[src/hdl/fetch_pkg.sv]
package fetch_pkg;

    typedef logic [31:0] addr_t;

    // physical address split for the icache ports, tag highest
    localparam int TAG_W    = 20;
    localparam int INDEX_W  = 8;
    localparam int OFFSET_W = 4;

    localparam int PFN_W = 20; // page frame number from the itlb lookup

    // branch bus from decode
    typedef struct packed {
        logic  br_stall;  // branch operands not ready yet
        logic  br_taken;
        addr_t br_target;
    } br_bus_t;

    // boot rom entry in kseg1
    localparam addr_t RESET_VECTOR_DEFAULT = 32'hbfc0_0000;
    // general exception entry while bev is set
    localparam addr_t EXC_VECTOR_DEFAULT   = 32'hbfc0_0380;

endpackage

[src/hdl/ps_fs_if.sv]
`timescale 1ns/1ps

interface ps_fs_if;
    fetch_pkg::addr_t pc;         // address of the request accepted this cycle
    logic             req_fire;   // inst_valid and inst_addr_ok together
    logic             fs_allowin;
    fetch_pkg::addr_t fs_pc;      // pc of the word held in IF
    logic             cancel;     // flush or eret this cycle

    // pre-IF side drives the request and the kill
    modport pre (
        output pc,
        output req_fire,
        output cancel,
        input  fs_allowin,
        input  fs_pc
    );

    modport fs (
        input  pc,
        input  req_fire,
        input  cancel,
        output fs_allowin,
        output fs_pc
    );
endinterface

[src/hdl/itlb_translate.sv]
`timescale 1ns/1ps

module itlb_translate (
    input  fetch_pkg::addr_t            vaddr,
    input  logic                        itlb_found,
    input  logic [fetch_pkg::PFN_W-1:0] itlb_pfn,
    input  logic                        itlb_v,
    output fetch_pkg::addr_t            paddr,
    output logic                        refill
);
    localparam int PAGE_OFS_W = 32 - fetch_pkg::PFN_W; // 4k pages

    logic             unmapped;
    fetch_pkg::addr_t seg_paddr;
    fetch_pkg::addr_t map_paddr;

    // kseg0 8000_0000..9fff_ffff and kseg1 a000_0000..bfff_ffff
    assign unmapped = (vaddr[31:30] == 2'b10);

    // both segments alias the low 512M of physical space
    assign seg_paddr = {3'b000, vaddr[28:0]};

    // kuseg and kseg2/3 go through the lookup result
    assign map_paddr = {itlb_pfn, vaddr[PAGE_OFS_W-1:0]};

    always_comb begin
        if (unmapped) begin
            paddr  = seg_paddr;
            refill = 1'b0;           // never faults
        end else begin
            paddr  = map_paddr;
            // missing entry or v bit clear, both refill from the fetch side
            refill = ~itlb_found | ~itlb_v;
        end
    end

endmodule

[src/hdl/pre_if_stage.sv]
`timescale 1ns/1ps

module pre_if_stage #(
    parameter fetch_pkg::addr_t reset_vector = fetch_pkg::RESET_VECTOR_DEFAULT,
    parameter fetch_pkg::addr_t exc_vector   = fetch_pkg::EXC_VECTOR_DEFAULT
) (
    input  logic                           clk,
    input  logic                           reset,
    input  fetch_pkg::br_bus_t             br_bus,
    input  logic                           flush,
    input  logic                           eret,
    input  fetch_pkg::addr_t               epc,
    input  logic                           mfc0_stall,
    input  logic                           itlb_found,
    input  logic [fetch_pkg::PFN_W-1:0]    itlb_pfn,
    input  logic                           itlb_v,
    input  logic                           inst_addr_ok,
    input  logic                           inst_data_ok,
    output logic                           inst_valid,
    output logic [fetch_pkg::TAG_W-1:0]    inst_tag,
    output logic [fetch_pkg::INDEX_W-1:0]  inst_index,
    output logic [fetch_pkg::OFFSET_W-1:0] inst_offset,
    output logic                           refill_req,
    ps_fs_if.pre                           ps
);
    fetch_pkg::addr_t next_pc;       // address for the next sequential request
    fetch_pkg::addr_t fetch_pc;
    fetch_pkg::addr_t fetch_paddr;
    logic             outstanding;   // one request waiting for data_ok
    logic             flush_pending;
    logic             fetch_en;
    logic             redirect;
    logic             br_ok;

    assign redirect = eret | flush | flush_pending;

    // branch only counts when decode has resolved it and nothing redirects
    assign br_ok = br_bus.br_taken & ~br_bus.br_stall & ~mfc0_stall & ~redirect;

    always_comb begin
        if (eret)
            fetch_pc = epc;
        else if (flush | flush_pending)
            fetch_pc = exc_vector;
        else
            fetch_pc = next_pc;
    end

    always_ff @(posedge clk) begin
        if (reset)
            next_pc <= reset_vector;
        else if (ps.req_fire)
            next_pc <= br_ok ? br_bus.br_target : fetch_pc + 32'd4;
        else if (eret)
            next_pc <= epc;     // hold the return address until it goes out
    end

    // keeps the vector selected while the stale request drains
    always_ff @(posedge clk) begin
        if (reset)
            flush_pending <= 1'b0;
        else if (eret | ps.req_fire)
            flush_pending <= 1'b0;
        else if (flush)
            flush_pending <= 1'b1;
    end

    always_ff @(posedge clk) begin
        if (reset)
            outstanding <= 1'b0;
        else if (ps.req_fire)
            outstanding <= 1'b1;
        else if (inst_data_ok)
            outstanding <= 1'b0;
    end

    // first request in the cycle after the first edge with reset low
    always_ff @(posedge clk) begin
        if (reset)
            fetch_en <= 1'b0;
        else
            fetch_en <= 1'b1;
    end

    itlb_translate i_itlb_translate (
        .vaddr      (fetch_pc),
        .itlb_found (itlb_found),
        .itlb_pfn   (itlb_pfn),
        .itlb_v     (itlb_v),
        .paddr      (fetch_paddr),
        .refill     (refill_req)
    );

    assign inst_valid = fetch_en & ~outstanding & (ps.fs_allowin | redirect);

    assign {inst_tag, inst_index, inst_offset} = fetch_paddr;

    assign ps.pc       = fetch_pc;
    assign ps.req_fire = inst_valid & inst_addr_ok;
    assign ps.cancel   = flush | eret;

    // word aligned after translation too
    a_req_aligned: assert property (
        @(posedge clk) disable iff (reset)
        inst_valid |-> inst_offset[1:0] == 2'b00
    );

    // no second accept before the first one has returned its data
    a_one_outstanding: assert property (
        @(posedge clk) disable iff (reset)
        ps.req_fire |=> (!ps.req_fire until_with inst_data_ok)
    );

endmodule

[src/hdl/if_stage.sv]
`timescale 1ns/1ps

module if_stage (
    input  logic             clk,
    input  logic             reset,
    input  logic             inst_data_ok,
    input  logic [31:0]      inst_rdata,
    input  logic             refill_req,
    input  logic             ds_allowin,
    ps_fs_if.fs              fs,
    output logic             fs_to_ds_valid,
    output fetch_pkg::addr_t fs_pc_out,
    output logic [31:0]      fs_inst,
    output logic             fs_tlb_refill
);
    fetch_pkg::addr_t req_pc;      // pc of the request in flight
    logic             req_refill;
    logic             inflight;
    logic             drop;        // in-flight request was cancelled earlier
    logic             stale;
    logic             load;
    logic             fs_valid;
    fetch_pkg::addr_t pc_q;
    logic [31:0]      inst_q;
    logic             refill_q;

    // a cancel in the data_ok cycle also kills that response
    assign stale = drop | (fs.cancel & inflight);
    assign load  = inst_data_ok & inflight & ~stale;

    always_ff @(posedge clk) begin
        if (reset)
            inflight <= 1'b0;
        else if (fs.req_fire)
            inflight <= 1'b1;
        else if (inst_data_ok)
            inflight <= 1'b0;
    end

    always_ff @(posedge clk) begin
        if (reset)
            drop <= 1'b0;
        else if (inst_data_ok)
            drop <= 1'b0;            // stale word has come back
        else if (fs.cancel & inflight)
            drop <= 1'b1;
    end

    always_ff @(posedge clk) begin
        if (fs.req_fire) begin
            req_pc     <= fs.pc;
            req_refill <= refill_req;
        end
    end

    always_ff @(posedge clk) begin
        if (reset)
            fs_valid <= 1'b0;
        else if (fs.cancel)
            fs_valid <= 1'b0;
        else if (load)
            fs_valid <= 1'b1;
        else if (ds_allowin)
            fs_valid <= 1'b0;        // taken by decode
    end

    always_ff @(posedge clk) begin
        if (load) begin
            pc_q     <= req_pc;
            inst_q   <= inst_rdata;
            refill_q <= req_refill;
        end
    end

    // room for the next response once the current word leaves
    assign fs.fs_allowin = ~fs_valid | ds_allowin;
    assign fs.fs_pc      = pc_q;

    assign fs_to_ds_valid = fs_valid;
    assign fs_pc_out      = fs.fs_pc;
    assign fs_inst        = inst_q;
    assign fs_tlb_refill  = refill_q;

    // decode stall must freeze the word, so pre-IF may not refill IF meanwhile
    a_hold_under_stall: assert property (
        @(posedge clk) disable iff (reset)
        fs_to_ds_valid && !ds_allowin && !fs.cancel |=>
            fs_to_ds_valid && $stable(fs_pc_out) && $stable(fs_inst)
            && $stable(fs_tlb_refill)
    );

endmodule

[src/hdl/fetch_front.sv]
`timescale 1ns/1ps

module fetch_front #(
    parameter fetch_pkg::addr_t reset_vector = fetch_pkg::RESET_VECTOR_DEFAULT,
    parameter fetch_pkg::addr_t exc_vector   = fetch_pkg::EXC_VECTOR_DEFAULT
) (
    input  logic                           clk,
    input  logic                           reset,
    input  fetch_pkg::br_bus_t             br_bus,
    input  logic                           flush,
    input  logic                           eret,
    input  fetch_pkg::addr_t               epc,
    input  logic                           mfc0_stall,
    // itlb lookup result for the current fetch address
    input  logic                           itlb_found,
    input  logic [fetch_pkg::PFN_W-1:0]    itlb_pfn,
    input  logic                           itlb_v,
    // icache request side
    output logic                           inst_valid,
    output logic [fetch_pkg::TAG_W-1:0]    inst_tag,
    output logic [fetch_pkg::INDEX_W-1:0]  inst_index,
    output logic [fetch_pkg::OFFSET_W-1:0] inst_offset,
    input  logic                           inst_addr_ok,
    input  logic                           inst_data_ok,
    input  logic [31:0]                    inst_rdata,
    // to decode
    output logic                           fs_to_ds_valid,
    output fetch_pkg::addr_t               fs_pc_out,
    output logic [31:0]                    fs_inst,
    output logic                           fs_tlb_refill,
    input  logic                           ds_allowin
);
    logic refill_req;   // refill flag of the address being requested

    ps_fs_if ps_fs ();

    pre_if_stage #(
        .reset_vector (reset_vector),
        .exc_vector   (exc_vector)
    ) i_pre_if_stage (
        .clk          (clk),
        .reset        (reset),
        .br_bus       (br_bus),
        .flush        (flush),
        .eret         (eret),
        .epc          (epc),
        .mfc0_stall   (mfc0_stall),
        .itlb_found   (itlb_found),
        .itlb_pfn     (itlb_pfn),
        .itlb_v       (itlb_v),
        .inst_addr_ok (inst_addr_ok),
        .inst_data_ok (inst_data_ok),
        .inst_valid   (inst_valid),
        .inst_tag     (inst_tag),
        .inst_index   (inst_index),
        .inst_offset  (inst_offset),
        .refill_req   (refill_req),
        .ps           (ps_fs.pre)
    );

    if_stage i_if_stage (
        .clk            (clk),
        .reset          (reset),
        .inst_data_ok   (inst_data_ok),
        .inst_rdata     (inst_rdata),
        .refill_req     (refill_req),
        .ds_allowin     (ds_allowin),
        .fs             (ps_fs.fs),
        .fs_to_ds_valid (fs_to_ds_valid),
        .fs_pc_out      (fs_pc_out),
        .fs_inst        (fs_inst),
        .fs_tlb_refill  (fs_tlb_refill)
    );

endmodule

[config.mk]
export PLATFORM = sky130hd
export DESIGN_NAME = fetch_front
export DESIGN_NICKNAME = d
export VERILOG_FILES = /design/src/hdl/fetch_pkg.sv /design/src/hdl/ps_fs_if.sv /design/src/hdl/itlb_translate.sv /design/src/hdl/pre_if_stage.sv /design/src/hdl/if_stage.sv /design/src/hdl/fetch_front.sv
export SDC_FILE = /design/constraint.sdc
export NUM_CORES = 1
export LEC_CHECK = 0
export BUFFER_PORTS_ARGS = -buffer_cell sky130_fd_sc_hd__buf_2
export CAP_MARGIN = 20
export CORE_ASPECT_RATIO = 0.7
export CORE_UTILIZATION = 47
export DETAILED_ROUTE_END_ITERATION = 8
export GPL_TIMING_DRIVEN = 0
export HOLD_SLACK_MARGIN = 0.1
export PLACE_DENSITY = 0.8
export SLEW_MARGIN = 20
export SYNTH_ARGS = -nofsm -noshare
export SYNTH_HDL_FRONTEND = slang
export SYNTH_SLANG_ARGS = --single-unit
[constraint.sdc]
create_clock -name clk -period 10.3 [get_ports clk]
set_clock_uncertainty 0.15 [all_clocks]
set_input_delay 0.515 -clock clk [delete_from_list [all_inputs] [get_ports clk]]
set_output_delay 0.515 -clock clk [all_outputs]
set_load 0.01 [all_outputs]
### Word-level counts from Yosys, hierarchy flattened

Index checks and enable logic that the tools add are counted.

* output and inout bits: 99
* bits in registers: 135
* logic and storage cells: 55
* input bits: 128

* equality and inequality tests: 1
* reduce and logical (&&, ||, !) cells: 6
* add/subtract/negate cells: 1
* mux-type cells: 11
* bitwise gates (word level): 25

Operators with widths (count)
* 32-bit two-way mux: 6
* 32-bit by 3-bit adder with 32-bit output (second input constant): 1
* 1-bit AND: 9
* 1-bit NOT: 8
* 1-bit bitwise OR: 8
* 2-bit nonzero test: 3
* 2-bit OR reduction: 3
* 1-bit two-way mux: 5
* 2-bit == test (second input constant): 1

### Logic depth before layout (Yosys ltp)

* depth in word-level cells: 7
* gate-level depth with buffers: 12
* mapped depth without buffers: 10

### By module

A second synthesis with hierarchy kept.

* cells, all modules: 534
* area, all modules: 6493.7 sq um

By module, submodules not included
* if_stage: cells an instance 143, times used 1, area an instance 3301.9 sq um, seq. area each 3002.9 sq um
* pre_if_stage: cells an instance 355, times used 1, area an instance 2786.4 sq um, seq. area each 700.7 sq um
* itlb_translate: cells an instance 36, times used 1, area an instance 405.4 sq um, seq. area each 0.0 sq um

### Worst setup path before layout

OpenSTA, ideal clock, no wires.

* kind: input port to flip-flop
* start point: input port eret
* end point: register i_if_stage.pc_q[0] (netlist: i_if_stage.fs.fs_pc[0]), enable pin
* path slack: 1628 ps
* arrival time: 7870 ps
* library setup time: 651 ps
* cell stages on the path: 7
* required time: 9499 ps
* buffers on the path: 6
* path through: buf_2 buf_2 buf_2 buf_2 clkbuf_1 clkbuf_1 nor4_1

* cells in the longest elaborated chain, start to end: 5

Ends and longest elaborated chain
* start, declared: line fetch_front.sv:11 `input logic eret,`
* 1-bit bitwise OR: line pre_if_stage.sv:100 `assign ps.cancel = flush | eret;`
* 1-bit AND: line if_stage.sv:28 `assign stale = drop | (fs.cancel & inflight);`
* 1-bit bitwise OR: line if_stage.sv:28
* 1-bit NOT: line if_stage.sv:29 `assign load = inst_data_ok & inflight & ~stale;`
* 1-bit AND: line if_stage.sv:29
* net i_if_stage.load: line if_stage.sv:21 `logic load;`
* end signal, assigned: line if_stage.sv:69 `pc_q <= req_pc;`
* end, declared: line if_stage.sv:23 `fetch_pkg::addr_t pc_q;`

The timed path passes the listed nets, and every way through them passes these cells.
A chain may end at the register's enable or synchronous reset.

### Final worst setup path

* start point: input port flush
* end point: output port inst_tag[15] (netlist name)

* cells in the longest elaborated chain, start to end: 5

Ends and longest elaborated chain
* start, declared: line fetch_front.sv:10 `input logic flush,`
* 1-bit bitwise OR: line pre_if_stage.sv:43 `else if (flush | flush_pending)`
* 32-bit two-way mux: line pre_if_stage.sv:43
* 32-bit two-way mux: line pre_if_stage.sv:41 `if (eret)`
* net i_if_stage.fs.pc[30]: line ps_fs_if.sv:20 `input pc,`
* 2-bit == test: line itlb_translate.sv:18 `assign unmapped = (vaddr[31:30] == 2'b10);`
* 32-bit two-way mux: line itlb_translate.sv:27 `if (unmapped) begin`
* end, declared: line fetch_front.sv:20 `output logic [fetch_pkg::TAG_W-1:0] inst_tag,`

The timed path passes the listed nets, and every way through them passes these cells.

==> results by group <==
Pwr
  – Peak VDD IR: about 130 µV
  – Final Total Pwr: around 1400 µW
  – Power density cells: ~170 mW/mm²
  – P_leak: ~0.0034 µW

Critical path
  – Critical path required time: just under 10 ns
  – RR Startpoint: i_pre_if_stage.flush_pending
  – Critical path peak fanout: 10
  – WS Path Type: in2out
  – Reg2Reg Capture Point: i_pre_if_stage.next_pc[11]
  – Worst setup EP type: primary output
  – CP cell instances: buf_2 > buf_6 > clkbuf_1 > nor3_2 > a22o_1 > or2_1 > clkbuf_1 > clkbuf_1 > mux2_2 > buf_2
  – Worst setup path end: inst_tag[15]
  – Critical Path AT: 3.85 ns
  – Crit path from: flush
  – Worst R2R Path Depth: 10
  – Max incr delay on CP: about 0.74 ns
  – Reg2reg setup slack: between 6 and 7 ns
  – Slowest CP cell: nor3_2
  – Most used cell, CP: clkbuf_1
  – Nature of the critical path startpoint: input pin

Drt
  – Routed length per placed instance: between 15 and 20 µm
  – Routed wire length: approximately 19 mm
  – DRT Pass-1 Iters: 6
  – DR iter-0 viols: 332
  – Post-route ant nets: 0
  – Remaining DRCs: 0
  – Via count: around 5400
  – Vias per std cell: roughly 5.6

STA
  – Final hold viol count: 0
  – Tmin final: around 4.5 ns
  – Worst slew margin: a little over two fifths
  – Slew Limit Fails: 0
  – Tcrit/Tclk final: a little over two fifths
  – Final worst setup slack: a little under 6 ns
  – RSZ-0062 raised after global routing: no
  – Setup violators final: 0
  – WHS: about 0.12 ns
  – Worst-Margin Slew: between 0.8 and 0.9 ns
  – Highest Clock Rate: between 200 and 250 MHz

Yosys
  – Most frequent cells after synthesis: 98 x edfxtp_1, 44 x nand2_1, 37 x dfxtp_1
  – Share of the synthesized area in the top cell type: a little under half
  – Post-Syn Area: 0.00631 mm²
  – YS warnings: 0
  – Top-count cell post-synth: edfxtp_1
  – Register bit count reported by yosys: roughly 140
  – Synth unique cells: 61
  – Primary FF master, synth: edfxtp_1
  – Proportion of synthesized chip area in sequential cells: 58.4%
  – FFs w/ async S/R, synth: 0%
  – Syn Area/Cell: between 10 and 15 µm²
  – Top cells by area, synth: edfxtp_1 47%, dfxtp_1 12%, xnor2_1 3.2%
  – Post-synth EDFFs: 98
  – Yosys top cell by area: edfxtp_1
  – Gate Count Post-Synth: 535
  – Syn_nets: 664

Placement
  – Pre-CTS setup slack: ~5.9 ns
  – Total placed instance area: roughly 0.0077 mm²
  – GPL Wtd Cong: about 0.87
  – Post-DP HPWL: around 14 mm
  – IO Port Bufs: about 230
  – Cell Count Post-Placement: ~940

Min path
  – HP Class: in2reg

CTS
  – Resized cells post-CTS: 0
  – CTS tree: built
  – Post-CTS Setup Inserts: 0
  – Clock Latency Late Sink: 0.42 ns
  – Clock Tree Buf Depth: 2
  – Htree depth: 4
  – # hold bufs at CTS: 0
  – CTS clk-pin slew, worst paths: about 0.07 ns
  – Clock sink total: ~140
  – TritonCTS buffer count: 17
  – Cell chosen for the clock root: clkbuf_16

Global routing
  – Number of global-route vias before repair: ~5200
  – Grt met3 use: under 10%
  – Grt ovf: 0
  – Global routing usage on met1: 33.9%
  – GR Util met2: ~43%
  – Initial antenna violation count: 1
  – Total GRT Usage: around a quarter
  – First-pass GRT wire length: 27.7 mm
  – Most Crowded Layer GR: met2
  – Largest net degree at the start of global routing: 24

Job
  – MaxCap Viol Count: 0

Die
  – Std cell rows: 35
  – Top Ports: roughly 230
  – Die footprint: 0.0139 mm²
  – Core ar.: ~0.013 mm²
  – Die height: ~100 µm
  – Starting Density: between 40% and 50%
  – Die width: between 100 and 150 µm

Layout
  – Ant diodes: 0
  – Design area: between 0.008 and 0.009 mm²
  – Final nets: 920
  – FILL cells: 1094
  – Fraction of layout cells with a size suffix above 1: approximately two fifths
  – Non-Filler Instances: 970
  – Area Overhead vs Synth: 32.0%

Outcome
  – Outcome: finished clean
layer usage:
layer	wire, µm	share of wire (%)	up-vias
met2	8830	47	293
met3	1640	8.7	47
li1	-	-	2504
met1	7820	42	2577
met4	463	2.5	2
met5	12	0.064	-
power by group:
| group | switching, µW | leakage [µW] | internal, µW | total (µW) |
|---|---|---|---|---|
| sequential | 7.32 | 0.00120 | 604 | 611 |
| combinational | 97.9 | 0.00190 | 71.8 | 170 |
| clock | 259 | 0.000284 | 344 | 602 |
layout make-up:
| class | instances | area [µm²] | area share (%) |
|---|---|---|---|
| Buffer | 48 | 249 | 2.99 |
| Clock buffer | 17 | 425 | 5.11 |
| Clock inverter | 15 | 160 | 1.92 |
| Inverter | 19 | 71.3 | 0.856 |
| Multi-Input combinational cell | 333 | 2310 | 27.8 |
| Sequential cell | 135 | 3680 | 44.2 |
| Tap cell | 166 | 208 | 2.49 |
| Timing Repair Buffer | 237 | 1220 | 14.6 |
cell families (layout without fill, tap and decap cells):
kind of cell / after synthesis / count (layout) / share of synthesized area (%)
AND/OR/NAND/NOR: 182 / 182 / 16.4
flip-flops: 135 / 135 / 58.4
AO/OA/AOI/OAI: 97 / 97 / 11.8
buffers and inverters: 67 / 336 / 5.06
multiplexers: 28 / 28 / 4.72
XOR/XNOR: 25 / 25 / 3.47
adder cells (fa/ha/maj): 1 / 1 / 0.198
how the worst min path moves through the flow:
| stage | depth (start not counted) | end | from |
|---|---|---|---|
| 2_1_floorplan | 0 | i_if_stage.fs.fs_pc[0] | i_if_stage.req_pc[0] |
| 3_3_place_gp | 0 | i_if_stage.fs.fs_pc[23] | i_if_stage.req_pc[23] |
| 3_5_place_dp | 0 | i_if_stage.fs.fs_pc[11] | i_if_stage.req_pc[11] |
| 4_1_cts | 1 | i_if_stage.fs_inst[27] | inst_rdata[27] |
| 5_1_grt | 1 | i_if_stage.fs_inst[27] | inst_rdata[27] |
| 6_report | 1 | i_if_stage.fs_inst[5] | inst_rdata[5] |
placed cells by master (no fill, tap or decap), drive strengths merged, types with 4 or more instances in the layout:
cell       n
a31oi      4
edfxtp    98
and2      10
xnor2     23
nor3      28
a22o       7
or4b      12
inv       27
o21ai     23
o31ai      7
a2111oi   13
a21oi     13
nor4       9
a311oi    11
and3       8
mux2      14
a211oi     7
nand2     44
mux2i     14
nand3      5
buf      261
clkbuf    41
or2        5
nand2b    22
nor2b      7
nor2      24
clkinv     4
dfxtp     37
state kept, by name (all words and copies together), names as in the netlist:
signal                        cells
i_if_stage.fs.fs_pc              32
i_if_stage.fs_inst               32
i_if_stage.req_pc                32
i_pre_if_stage.next_pc           32
i_if_stage.drop                   1
i_if_stage.fs_tlb_refill          1
i_if_stage.fs_to_ds_valid         1
i_if_stage.req_refill             1
i_pre_if_stage.fetch_en           1
i_pre_if_stage.flush_pending      1
i_pre_if_stage.outstanding        1
per-stage QoR:
step                TNS (ns)  util, %
finish                     0     63.4
global route               0     63.4
CTS                        0     63.4
detailed placement         0     58.9
global placement     -103.84     58.2
floorplan                  0        -
worst max-delay path: cells and delay by family:
kind / cells / cell delay (ns)
buffers and inverters: 6 / 1.72
AND/OR/NAND/NOR: 2 / 0.89
multiplexers: 1 / 0.40
AO/OA/AOI/OAI: 1 / 0.32
Note: power is estimated with default switching activity, not from simulation.
